### config.mk
export PLATFORM = sky130hd
export DESIGN_NAME = fifo_host_top
export DESIGN_NICKNAME = d
export VERILOG_FILES = /design/src/design/fifo_host_pkg.sv /design/src/design/fifo_host_regs.sv /design/src/design/fifo_host_top.sv /design/src/design/flush_detector.sv /design/src/design/seq_gen.sv /design/src/design/sync_fifo.sv
export SDC_FILE = /design/constraint.sdc
export NUM_CORES = 1
export LEC_CHECK = 0
export BUFFER_PORTS_ARGS = -buffer_cell sky130_fd_sc_hd__clkbuf_2
export CORE_ASPECT_RATIO = 2
export CORE_MARGIN = 1
export CORE_UTILIZATION = 29
export CTS_CLUSTER_DIAMETER = 30
export CTS_CLUSTER_SIZE = 16
export DETAILED_ROUTE_END_ITERATION = 8
export HOLD_SLACK_MARGIN = 0.05
export PLACE_DENSITY_LB_ADDON = 0.12
export SLEW_MARGIN = 0
export SYNTH_ARGS = -nofsm -noshare
export SYNTH_HDL_FRONTEND = slang
export SYNTH_HIERARCHICAL = 1
export SYNTH_SLANG_ARGS = --single-unit
export TNS_END_PERCENT = 5
### constraint.sdc
create_clock -name clk -period 3.1 [get_ports clk]
set_clock_uncertainty 0.15 [all_clocks]
set_input_delay 0.465 -clock clk [delete_from_list [all_inputs] [get_ports clk]]
set_output_delay 0.465 -clock clk [all_outputs]
set_load 0.005 [all_outputs]
### src/design/fifo_host_pkg.sv
// Shared sizes, register map and types for the FIFO host
// FIFO geometry is fixed at 16 x 12 bits; AXI4-Lite data is 32 bits wide
package fifo_host_pkg;

    localparam int data_width  = 12;
    localparam int fifo_depth  = 16;
    localparam int count_width = 5;
    localparam int ptr_width   = 4;

    // Sequence generator
    localparam int lfsr_width = 24;
    localparam int seq_width  = 8;
    localparam logic [lfsr_width-1:0] lfsr_seed_default = 24'hABCDEF;
    localparam int lfsr_tap_a = 23;
    localparam int lfsr_tap_b = 17;
    localparam int lfsr_tap_c = 5;

    localparam int flush_cnt_width = 16;

    // AXI4-Lite register map
    localparam int axi_addr_width = 4;
    localparam int axi_data_width = 32;
    localparam logic [axi_addr_width-1:0] reg_ctrl      = 4'h0;
    localparam logic [axi_addr_width-1:0] reg_pattern   = 4'h4;
    localparam logic [axi_addr_width-1:0] reg_status    = 4'h8;
    localparam logic [axi_addr_width-1:0] reg_flush_cnt = 4'hC;

    typedef enum logic [1:0] {
        axi_okay   = 2'b00,
        axi_slverr = 2'b10
    } axi_resp_e;

    // Shared by the write and the read channel FSMs
    typedef enum logic [1:0] {
        reg_idle,
        reg_ack,
        reg_resp
    } reg_state_e;

    typedef struct packed {
        logic                 flush_enable;
        logic [seq_width-1:0] pattern;
        logic                 seed_reload;
    } host_ctrl_t;

    typedef struct packed {
        logic [count_width-1:0]     count;
        logic                       full;
        logic                       empty;
        logic [flush_cnt_width-1:0] flush_cnt;
    } host_status_t;

endpackage

### src/design/fifo_host_regs.sv
// AXI4-Lite slave, one outstanding write and one outstanding read
// AWPROT/ARPROT are not ported; only byte lane 0 of WSTRB matters
`timescale 1ns/10ps

module fifo_host_regs
    import fifo_host_pkg::*;
(
    input  logic                      clk,
    input  logic                      rst,

    input  logic [axi_addr_width-1:0] s_axi_awaddr,
    input  logic                      s_axi_awvalid,
    output logic                      s_axi_awready,
    input  logic [axi_data_width-1:0] s_axi_wdata,
    input  logic [3:0]                s_axi_wstrb,
    input  logic                      s_axi_wvalid,
    output logic                      s_axi_wready,
    output logic [1:0]                s_axi_bresp,
    output logic                      s_axi_bvalid,
    input  logic                      s_axi_bready,

    input  logic [axi_addr_width-1:0] s_axi_araddr,
    input  logic                      s_axi_arvalid,
    output logic                      s_axi_arready,
    output logic [axi_data_width-1:0] s_axi_rdata,
    output logic [1:0]                s_axi_rresp,
    output logic                      s_axi_rvalid,
    input  logic                      s_axi_rready,

    input  host_status_t              status,
    output host_ctrl_t                ctrl
);

    reg_state_e                wr_state;
    reg_state_e                rd_state;
    axi_resp_e                 bresp_q;
    axi_resp_e                 rresp_q;
    logic [axi_data_width-1:0] rd_word;
    logic                      wr_fire;
    logic                      rd_fire;

    function automatic logic addr_mapped(input logic [axi_addr_width-1:0] addr);
        return (addr == reg_ctrl) || (addr == reg_pattern) ||
               (addr == reg_status) || (addr == reg_flush_cnt);
    endfunction

    // Ready and valid come straight from the channel state
    assign s_axi_awready = (wr_state == reg_ack);
    assign s_axi_wready  = (wr_state == reg_ack);
    assign s_axi_bvalid  = (wr_state == reg_resp);
    assign s_axi_bresp   = bresp_q;
    assign s_axi_arready = (rd_state == reg_ack);
    assign s_axi_rvalid  = (rd_state == reg_resp);
    assign s_axi_rresp   = rresp_q;

    assign wr_fire = (wr_state == reg_ack) && s_axi_awvalid && s_axi_wvalid;
    assign rd_fire = (rd_state == reg_ack) && s_axi_arvalid;

    // Write channel and control registers
    always_ff @(posedge clk or posedge rst) begin
        if (rst) begin
            wr_state <= reg_idle;
            bresp_q  <= axi_okay;
            ctrl     <= '0;
        end else begin
            // Reload request lives for a single cycle
            ctrl.seed_reload <= 1'b0;
            case (wr_state)
                reg_idle: begin
                    if (s_axi_awvalid && s_axi_wvalid) begin
                        wr_state <= reg_ack;
                    end
                end
                reg_ack: begin
                    if (wr_fire) begin
                        wr_state <= reg_resp;
                        bresp_q  <= addr_mapped(s_axi_awaddr) ? axi_okay : axi_slverr;
                        if (s_axi_wstrb[0] && s_axi_awaddr == reg_ctrl) begin
                            ctrl.flush_enable <= s_axi_wdata[0];
                            ctrl.seed_reload  <= s_axi_wdata[1];
                        end
                        if (s_axi_wstrb[0] && s_axi_awaddr == reg_pattern) begin
                            ctrl.pattern <= s_axi_wdata[seq_width-1:0];
                        end
                    end
                end
                reg_resp: begin
                    if (s_axi_bready) begin
                        wr_state <= reg_idle;
                    end
                end
                default: wr_state <= reg_idle;
            endcase
        end
    end

    // Read mux, status is sampled at the AR handshake
    always_comb begin
        rd_word = '0;
        case (s_axi_araddr)
            reg_ctrl:      rd_word[0] = ctrl.flush_enable;
            reg_pattern:   rd_word[seq_width-1:0] = ctrl.pattern;
            reg_status: begin
                rd_word[count_width-1:0] = status.count;
                rd_word[8]               = status.empty;
                rd_word[9]               = status.full;
            end
            reg_flush_cnt: rd_word[flush_cnt_width-1:0] = status.flush_cnt;
            default:       rd_word = '0;
        endcase
    end

    always_ff @(posedge clk or posedge rst) begin
        if (rst) begin
            rd_state <= reg_idle;
            rresp_q  <= axi_okay;
        end else begin
            case (rd_state)
                reg_idle: begin
                    if (s_axi_arvalid) begin
                        rd_state <= reg_ack;
                    end
                end
                reg_ack: begin
                    if (rd_fire) begin
                        rd_state <= reg_resp;
                        rresp_q  <= addr_mapped(s_axi_araddr) ? axi_okay : axi_slverr;
                    end
                end
                reg_resp: begin
                    if (s_axi_rready) begin
                        rd_state <= reg_idle;
                    end
                end
                default: rd_state <= reg_idle;
            endcase
        end
    end

    always_ff @(posedge clk) begin
        if (rd_fire) begin
            s_axi_rdata <= rd_word;
        end
    end

endmodule

### src/design/fifo_host_top.sv
// FIFO host with a register-controlled, counted flush on LFSR pattern match
// Single clock domain; flush is off after reset
`timescale 1ns/10ps

module fifo_host_top
    import fifo_host_pkg::*;
(
    input  logic                      clk,
    input  logic                      rst,

    input  logic [data_width-1:0]     write_data,
    input  logic                      write_enable,
    input  logic                      read_enable,
    output logic [data_width-1:0]     read_data,
    output logic                      valid,
    output logic                      fifo_full,
    output logic                      fifo_empty,

    input  logic [axi_addr_width-1:0] s_axi_awaddr,
    input  logic                      s_axi_awvalid,
    output logic                      s_axi_awready,
    input  logic [axi_data_width-1:0] s_axi_wdata,
    input  logic [3:0]                s_axi_wstrb,
    input  logic                      s_axi_wvalid,
    output logic                      s_axi_wready,
    output logic [1:0]                s_axi_bresp,
    output logic                      s_axi_bvalid,
    input  logic                      s_axi_bready,
    input  logic [axi_addr_width-1:0] s_axi_araddr,
    input  logic                      s_axi_arvalid,
    output logic                      s_axi_arready,
    output logic [axi_data_width-1:0] s_axi_rdata,
    output logic [1:0]                s_axi_rresp,
    output logic                      s_axi_rvalid,
    input  logic                      s_axi_rready
);

    host_ctrl_t                 ctrl;
    host_status_t               status;
    logic [seq_width-1:0]       seq_byte;
    logic [flush_cnt_width-1:0] flush_cnt;
    logic [count_width-1:0]     count;
    logic                       flush;
    logic                       access;

    // Any FIFO request advances the sequence, accepted or not
    assign access = write_enable | read_enable;

    assign status.count     = count;
    assign status.full      = fifo_full;
    assign status.empty     = fifo_empty;
    assign status.flush_cnt = flush_cnt;

    fifo_host_regs u_regs (
        .clk           (clk),
        .rst           (rst),
        .s_axi_awaddr  (s_axi_awaddr),
        .s_axi_awvalid (s_axi_awvalid),
        .s_axi_awready (s_axi_awready),
        .s_axi_wdata   (s_axi_wdata),
        .s_axi_wstrb   (s_axi_wstrb),
        .s_axi_wvalid  (s_axi_wvalid),
        .s_axi_wready  (s_axi_wready),
        .s_axi_bresp   (s_axi_bresp),
        .s_axi_bvalid  (s_axi_bvalid),
        .s_axi_bready  (s_axi_bready),
        .s_axi_araddr  (s_axi_araddr),
        .s_axi_arvalid (s_axi_arvalid),
        .s_axi_arready (s_axi_arready),
        .s_axi_rdata   (s_axi_rdata),
        .s_axi_rresp   (s_axi_rresp),
        .s_axi_rvalid  (s_axi_rvalid),
        .s_axi_rready  (s_axi_rready),
        .status        (status),
        .ctrl          (ctrl)
    );

    seq_gen u_seq (
        .clk      (clk),
        .rst      (rst),
        .access   (access),
        .reload   (ctrl.seed_reload),
        .seq_byte (seq_byte)
    );

    flush_detector u_det (
        .clk       (clk),
        .rst       (rst),
        .seq_byte  (seq_byte),
        .stepped   (access),
        .ctrl      (ctrl),
        .flush     (flush),
        .flush_cnt (flush_cnt)
    );

    sync_fifo u_fifo (
        .clk          (clk),
        .rst          (rst),
        .flush        (flush),
        .write_data   (write_data),
        .write_enable (write_enable),
        .read_enable  (read_enable),
        .read_data    (read_data),
        .valid        (valid),
        .fifo_full    (fifo_full),
        .fifo_empty   (fifo_empty),
        .count        (count)
    );

endmodule

### src/design/flush_detector.sv
// Pattern match on the LFSR byte, checked the cycle after a step
// flush_cnt saturates at 16'hFFFF and only clears on reset
`timescale 1ns/10ps

module flush_detector
    import fifo_host_pkg::*;
(
    input  logic                       clk,
    input  logic                       rst,
    input  logic [seq_width-1:0]       seq_byte,
    input  logic                       stepped,
    input  host_ctrl_t                 ctrl,
    output logic                       flush,
    output logic [flush_cnt_width-1:0] flush_cnt
);

    logic step_pending;
    logic fire;

    // seq_byte already holds the post-step value here
    assign fire = step_pending && ctrl.flush_enable && (seq_byte == ctrl.pattern);

    always_ff @(posedge clk or posedge rst) begin
        if (rst) begin
            step_pending <= 1'b0;
            flush        <= 1'b0;
            flush_cnt    <= '0;
        end else begin
            // A reload on the same edge replaces the step
            step_pending <= stepped && !ctrl.seed_reload;
            flush        <= fire;
            if (fire && flush_cnt != '1) begin
                flush_cnt <= flush_cnt + 1'b1;
            end
        end
    end

endmodule

### src/design/seq_gen.sv
// Fibonacci LFSR, one step per FIFO access
// Reload wins over a step on the same edge
`timescale 1ns/10ps

module seq_gen
    import fifo_host_pkg::*;
(
    input  logic                 clk,
    input  logic                 rst,
    input  logic                 access,
    input  logic                 reload,
    output logic [seq_width-1:0] seq_byte
);

    logic [lfsr_width-1:0] lfsr;
    logic                  feedback;

    // Taps 23, 17, 5 shifted in at bit 0
    assign feedback = lfsr[lfsr_tap_a] ^ lfsr[lfsr_tap_b] ^ lfsr[lfsr_tap_c];

    always_ff @(posedge clk or posedge rst) begin
        if (rst) begin
            lfsr <= lfsr_seed_default;
        end else if (reload) begin
            lfsr <= lfsr_seed_default;
        end else if (access) begin
            lfsr <= {lfsr[lfsr_width-2:0], feedback};
        end
    end

    assign seq_byte = lfsr[seq_width-1:0];

endmodule

### src/design/sync_fifo.sv
// 16 x 12 synchronous FIFO, flags registered from the next count
// Flush beats any write or read on the same edge
`timescale 1ns/10ps

module sync_fifo
    import fifo_host_pkg::*;
(
    input  logic                   clk,
    input  logic                   rst,
    input  logic                   flush,
    input  logic [data_width-1:0]  write_data,
    input  logic                   write_enable,
    input  logic                   read_enable,
    output logic [data_width-1:0]  read_data,
    output logic                   valid,
    output logic                   fifo_full,
    output logic                   fifo_empty,
    output logic [count_width-1:0] count
);

    logic [data_width-1:0]  mem [fifo_depth];
    logic [ptr_width-1:0]   wr_ptr;
    logic [ptr_width-1:0]   rd_ptr;
    logic [count_width-1:0] count_next;
    logic                   wr_ok;
    logic                   rd_ok;

    assign wr_ok = write_enable && !fifo_full && !flush;
    assign rd_ok = read_enable && !fifo_empty && !flush;

    always_comb begin
        count_next = count;
        if (flush) begin
            count_next = '0;
        end else begin
            case ({wr_ok, rd_ok})
                2'b10:   count_next = count + 1'b1;
                2'b01:   count_next = count - 1'b1;
                default: count_next = count;
            endcase
        end
    end

    // Pointers wrap naturally at depth 16
    always_ff @(posedge clk or posedge rst) begin
        if (rst) begin
            wr_ptr     <= '0;
            rd_ptr     <= '0;
            count      <= '0;
            valid      <= 1'b0;
            fifo_full  <= 1'b0;
            fifo_empty <= 1'b1;
        end else begin
            if (flush) begin
                wr_ptr <= '0;
                rd_ptr <= '0;
            end else begin
                if (wr_ok) begin
                    wr_ptr <= wr_ptr + 1'b1;
                end
                if (rd_ok) begin
                    rd_ptr <= rd_ptr + 1'b1;
                end
            end
            count      <= count_next;
            valid      <= rd_ok;
            fifo_full  <= (count_next == count_width'(fifo_depth));
            fifo_empty <= (count_next == '0);
        end
    end

    // Storage and output word
    always_ff @(posedge clk) begin
        if (wr_ok) begin
            mem[wr_ptr] <= write_data;
        end
        if (rd_ok) begin
            read_data <= mem[rd_ptr];
        end
    end

endmodule

==> reports/qor.csv <==
stage;metric;value;unit
setup_path;r2r setup slk;0.19;ns
floorplan;Core Box Area;41800;um2
clocking;CTS root buf;clkbuf_16;
place;GPL Wtd Cong;0.764;
sta;Max Clock Freq;344;MHz
power_and_ir_drop;Cell Pwr Density;944;nW/um2
synthesis;Post-Synthesis Cell Area;12300;um2
place;Post-Place Cells;1303;
cells_and_area;share of layout cells above drive strength 1;34.7;%
clocking;CTS resizes;0;
sta;Final Hold Fails;0;
routing;DRT Pass-1 Iters;4;
sta;RSZ-0062 raised after global routing;no;
synthesis;area leader, netlist;edfxtp_1;
synthesis;post-synthesis mux area share;14.0;%
synthesis;Synth Area in Adders;0.814;%
synthesis;most used flip-flop cell after synthesis;edfxtp_1;
setup_path;CP top delay family;simple AND/OR/NAND/NOR gates;
grt;Total GRT Usage;14.3;%
power_and_ir_drop;Leakage;5.67;nW
synthesis;Synth Register Bits;294;
clocking;Clock transition at path regs;0.04;ns
grt;largest net degree at the start of global routing;52;
synthesis;Synth cell types;57;
grt;first-pass GRT wire length;44900;um
clocking;CTS HTree Levels;2;
floorplan;io pins;121;
grt;total gr overflow;0;
clocking;worst skew pair latency;0.56;ns
synthesis;Syn Area/Cell;17.5;um2
sta;# setup viols final;0;
cells_and_area;antenna diode count;0;
clocking;CTS tree;done;
cells_and_area;design area;15100;um2
synthesis;XOR/XNOR Fraction of Synth Area;2.76;%
routing;Routed WL;29800;um
setup_path;Worst R2R Path Depth;10;
synthesis;largest family of logic cells by synthesized area;multiplexers;
clocking;Num CTS Buffers;46;
setup_path;crit end category;flop;
routing;detailed router's first-iteration violation count;259;
worst_hold_path;Hold Path Depth;3;
floorplan;row count;106;
floorplan;initial core utilization;29.4;%
setup_path;Crit path required time;3.36;ns
place;Detail Placement HPWL;19200;um
sta;max_slew headroom;34.2;%
worst_hold_path;hold path start;s_axi_awaddr[0];
setup_path;Worst path max stage delay;0.45;ns
routing;via count;6541;
grt;vias in the first global route;7279;
synthesis;ys async rst share;25.2;%
run;Max-Cap Viols;0;
setup_path;crit-path max FO;5;
place;DP Area;13300;um2
sta;Slew Limit Fails;0;
floorplan;Die X;148;um
floorplan;DIE AREA;43300;um2
synthesis;Post-Synth Simple-Gate Area;7.50;%
synthesis;synth warn;6;
clocking;TritonCTS Sinks;294;
cells_and_area;final std cells w/o fill;1401;
cells_and_area;Layout area overhead;22.7;%
routing;Via-to-Cell Ratio;4.67;
sta;Tightest Pin Transition;0.987;ns
routing;# DRC;0;
synthesis;Post-synth EDFFs;220;
synthesis;synth top area cells;edfxtp_1 54%, dfrtp_1 11%, mux4_2 11%, dfstp_2 3.8%, xnor2_1 2.1%;
synthesis;register area share after synthesis;69.0;%
routing;Routed Antenna Nets;0;
place;# port buffers;75;
worst_hold_path;Worst Hold End;u_regs/s_axi_bresp[1];
synthesis;compound-cell area share of the yosys netlist;2.44;%
routing;routed len/inst;21.3;um
sta;TNS Setup;0;ns
setup_path;Buf/Inv on CP;1;
floorplan;chip height;293;um
setup_path;Setup CP Type;flop to flop;
grt;antenna violations before repair;0;
setup_path;slowest CP cell;or3b_4;
setup_path;critical-path cell list;or3b_4 -> inv_6 -> nand2_4 -> xnor2_1 -> ha_1 -> a21o_1 -> or4_4 -> a41oi_4 -> mux2_4 -> and3b_1;
sta;Final Critical Period;2.91;ns
synthesis;post-synth top area share;53.7;%
sta;Tcrit/Tclk final;93.8;%
setup_path;r2r startpoint;u_fifo/fifo_empty;
outcome;result of the run;finished clean;
setup_path;Critical Path AT;3.17;ns
power_and_ir_drop;Peak supply drop;0.362;mV
synthesis;Cells after Synth;703;
cells_and_area;# nets final;896;
setup_path;FF-to-FF End;u_fifo/fifo_full;
clocking;CTS max path bufs;3;
setup_path;Setup crit start kind;flop;
worst_hold_path;Hold Crit Class;input pin to flop;
cell usage in the layout, fill, tap and decap left out, types with 3 or more instances in the layout:
cell and n:
clkinvlp_4 4, bufinv_16 9, edfxtp_1 220, a22oi_1 4, nor3_2 5, conb_1 18
clkbuf_2 75, nor2_1 43, a211o_1 17, dfrtp_1 54, clkbuf_16 47, clkinv_4 3
nand3_1 11, clkinv_2 6, ha_1 8, a21oi_1 6, mux2_4 9, nand4_1 14
xor2_1 7, dlygate4sd3_1 12, inv_6 10, buf_4 25, nor2b_1 24, mux2i_1 14
mux2_2 6, and2_1 8, dfstp_2 18, mux4_2 61, nand2_1 21, o21ai_0 5
xnor2_1 29, inv_1 14, nor3_1 6, nand2b_1 5, clkbuf_1 3
worst min-delay path, cell delays in order:
cell and delay, ns:
clkbuf_2 0.09, nor2_1 0.08, o21ai_0 0.08
flip-flops by register name, indices dropped and copies added, names as in the netlist:
| signal | count |
|---|---|
| u_det/flush | 1 |
| u_fifo/wr_ptr | 4 |
| u_fifo/read_data | 12 |
| u_regs/wr_state | 2 |
| u_fifo/mem | 192 |
| u_det/step_pending | 1 |
| u_fifo/fifo_empty | 1 |
| u_fifo/fifo_full | 1 |
| u_fifo/valid | 1 |
| u_det/flush_cnt | 16 |
| u_seq/lfsr | 24 |
| u_regs/rd_state | 2 |
| u_regs/s_axi_rresp | 1 |
| u_regs/s_axi_rdata | 16 |
| u_fifo/rd_ptr | 4 |
| u_regs/ctrl | 10 |
| u_regs/s_axi_bresp | 1 |
| u_fifo/count | 5 |
metrics by stage:
stage                     util (%)  hold slack [ns]  power (mW)  setup slack [ns]
after floorplan                  -            0.228        7.71             0.180
after global placement        31.8            0.301        8.76             0.103
after detailed placement      31.8            0.324        8.87            0.0142
after CTS                     36.1           0.0754        14.5             0.199
after global routing          36.1            0.106        14.9             0.114
final                         36.1           0.0962        14.2             0.193
report_power, final:
group | internal [mW] | switching (mW) | total, mW | leakage (nW)
clock | 3.57 | 1.96 | 5.53 | 0.810
sequential | 5.04 | 0.521 | 5.56 | 2.92
combinational | 1.60 | 1.55 | 3.15 | 1.94
total | 10.2 | 4.03 | 14.2 | 5.67
metal layers:
metal / vias up / routed length [um] / global-route usage (%) / part of all wire, %
li1: 2900 / - / - / -
met1: 3398 / 10300 / 14.0 / 35
met2: 169 / 17200 / 28.3 / 58
met3: 74 / 1130 / 2.31 / 3.8
met4: 0 / 1210 / 7.32 / 4.1
met5: - / 0 / 0 / 0
logic make-up (layout without fill, tap and decap cells):
kind of cell | after synthesis | count (layout)
buffers and inverters | 74 | 215
adders and majority gates | 8 | 8
other | 1 | 18
muxes | 90 | 90
DFF | 294 | 294
AOI/OAI and AO/OA | 38 | 38
and+or+nand+nor | 161 | 161
xor gates and xnor gates | 37 | 37
Yosys cell counts, types with 9 or more instances:
library cell,number
mux2_4,9
nand2_1,21
edfxtp_1,220
dfrtp_1,56
nor3_1,10
nand4_1,14
mux2i_1,14
buf_4,29
mux4_2,61
xnor2_1,29
a211o_1,17
dfstp_2,18
nor2_1,43
inv_1,14
clkbuf_1,15
nand3_1,11
nor2b_1,24
what timing repair did:
item	in CTS	in global routing
buffers inserted	0	0
hold endpoints to repair	69	0
hold buffers	12	0
worst max-delay path by stage:
stage	startpoint	endpoint	cells past startpoint
after detailed placement	read_enable	u_fifo/fifo_full	11
after CTS	u_fifo/fifo_empty	u_fifo/fifo_full	10
after global routing	u_fifo/fifo_empty	u_fifo/fifo_full	10
after global placement	read_enable	u_fifo/fifo_full	11
final	u_fifo/fifo_empty	u_fifo/fifo_full	10
after floorplan	u_det/flush	u_fifo/fifo_full	11
cell type report:
cell class	count	area, um2
fillers	3915	26700
flip-flops and latches	294	8480
multi-input cells	352	3470
clock buffers	50	1190
repair buffers	114	723
well taps	540	676
clock inverters	36	487
inverters	15	61.3
(Power assumes the default switching activity.)
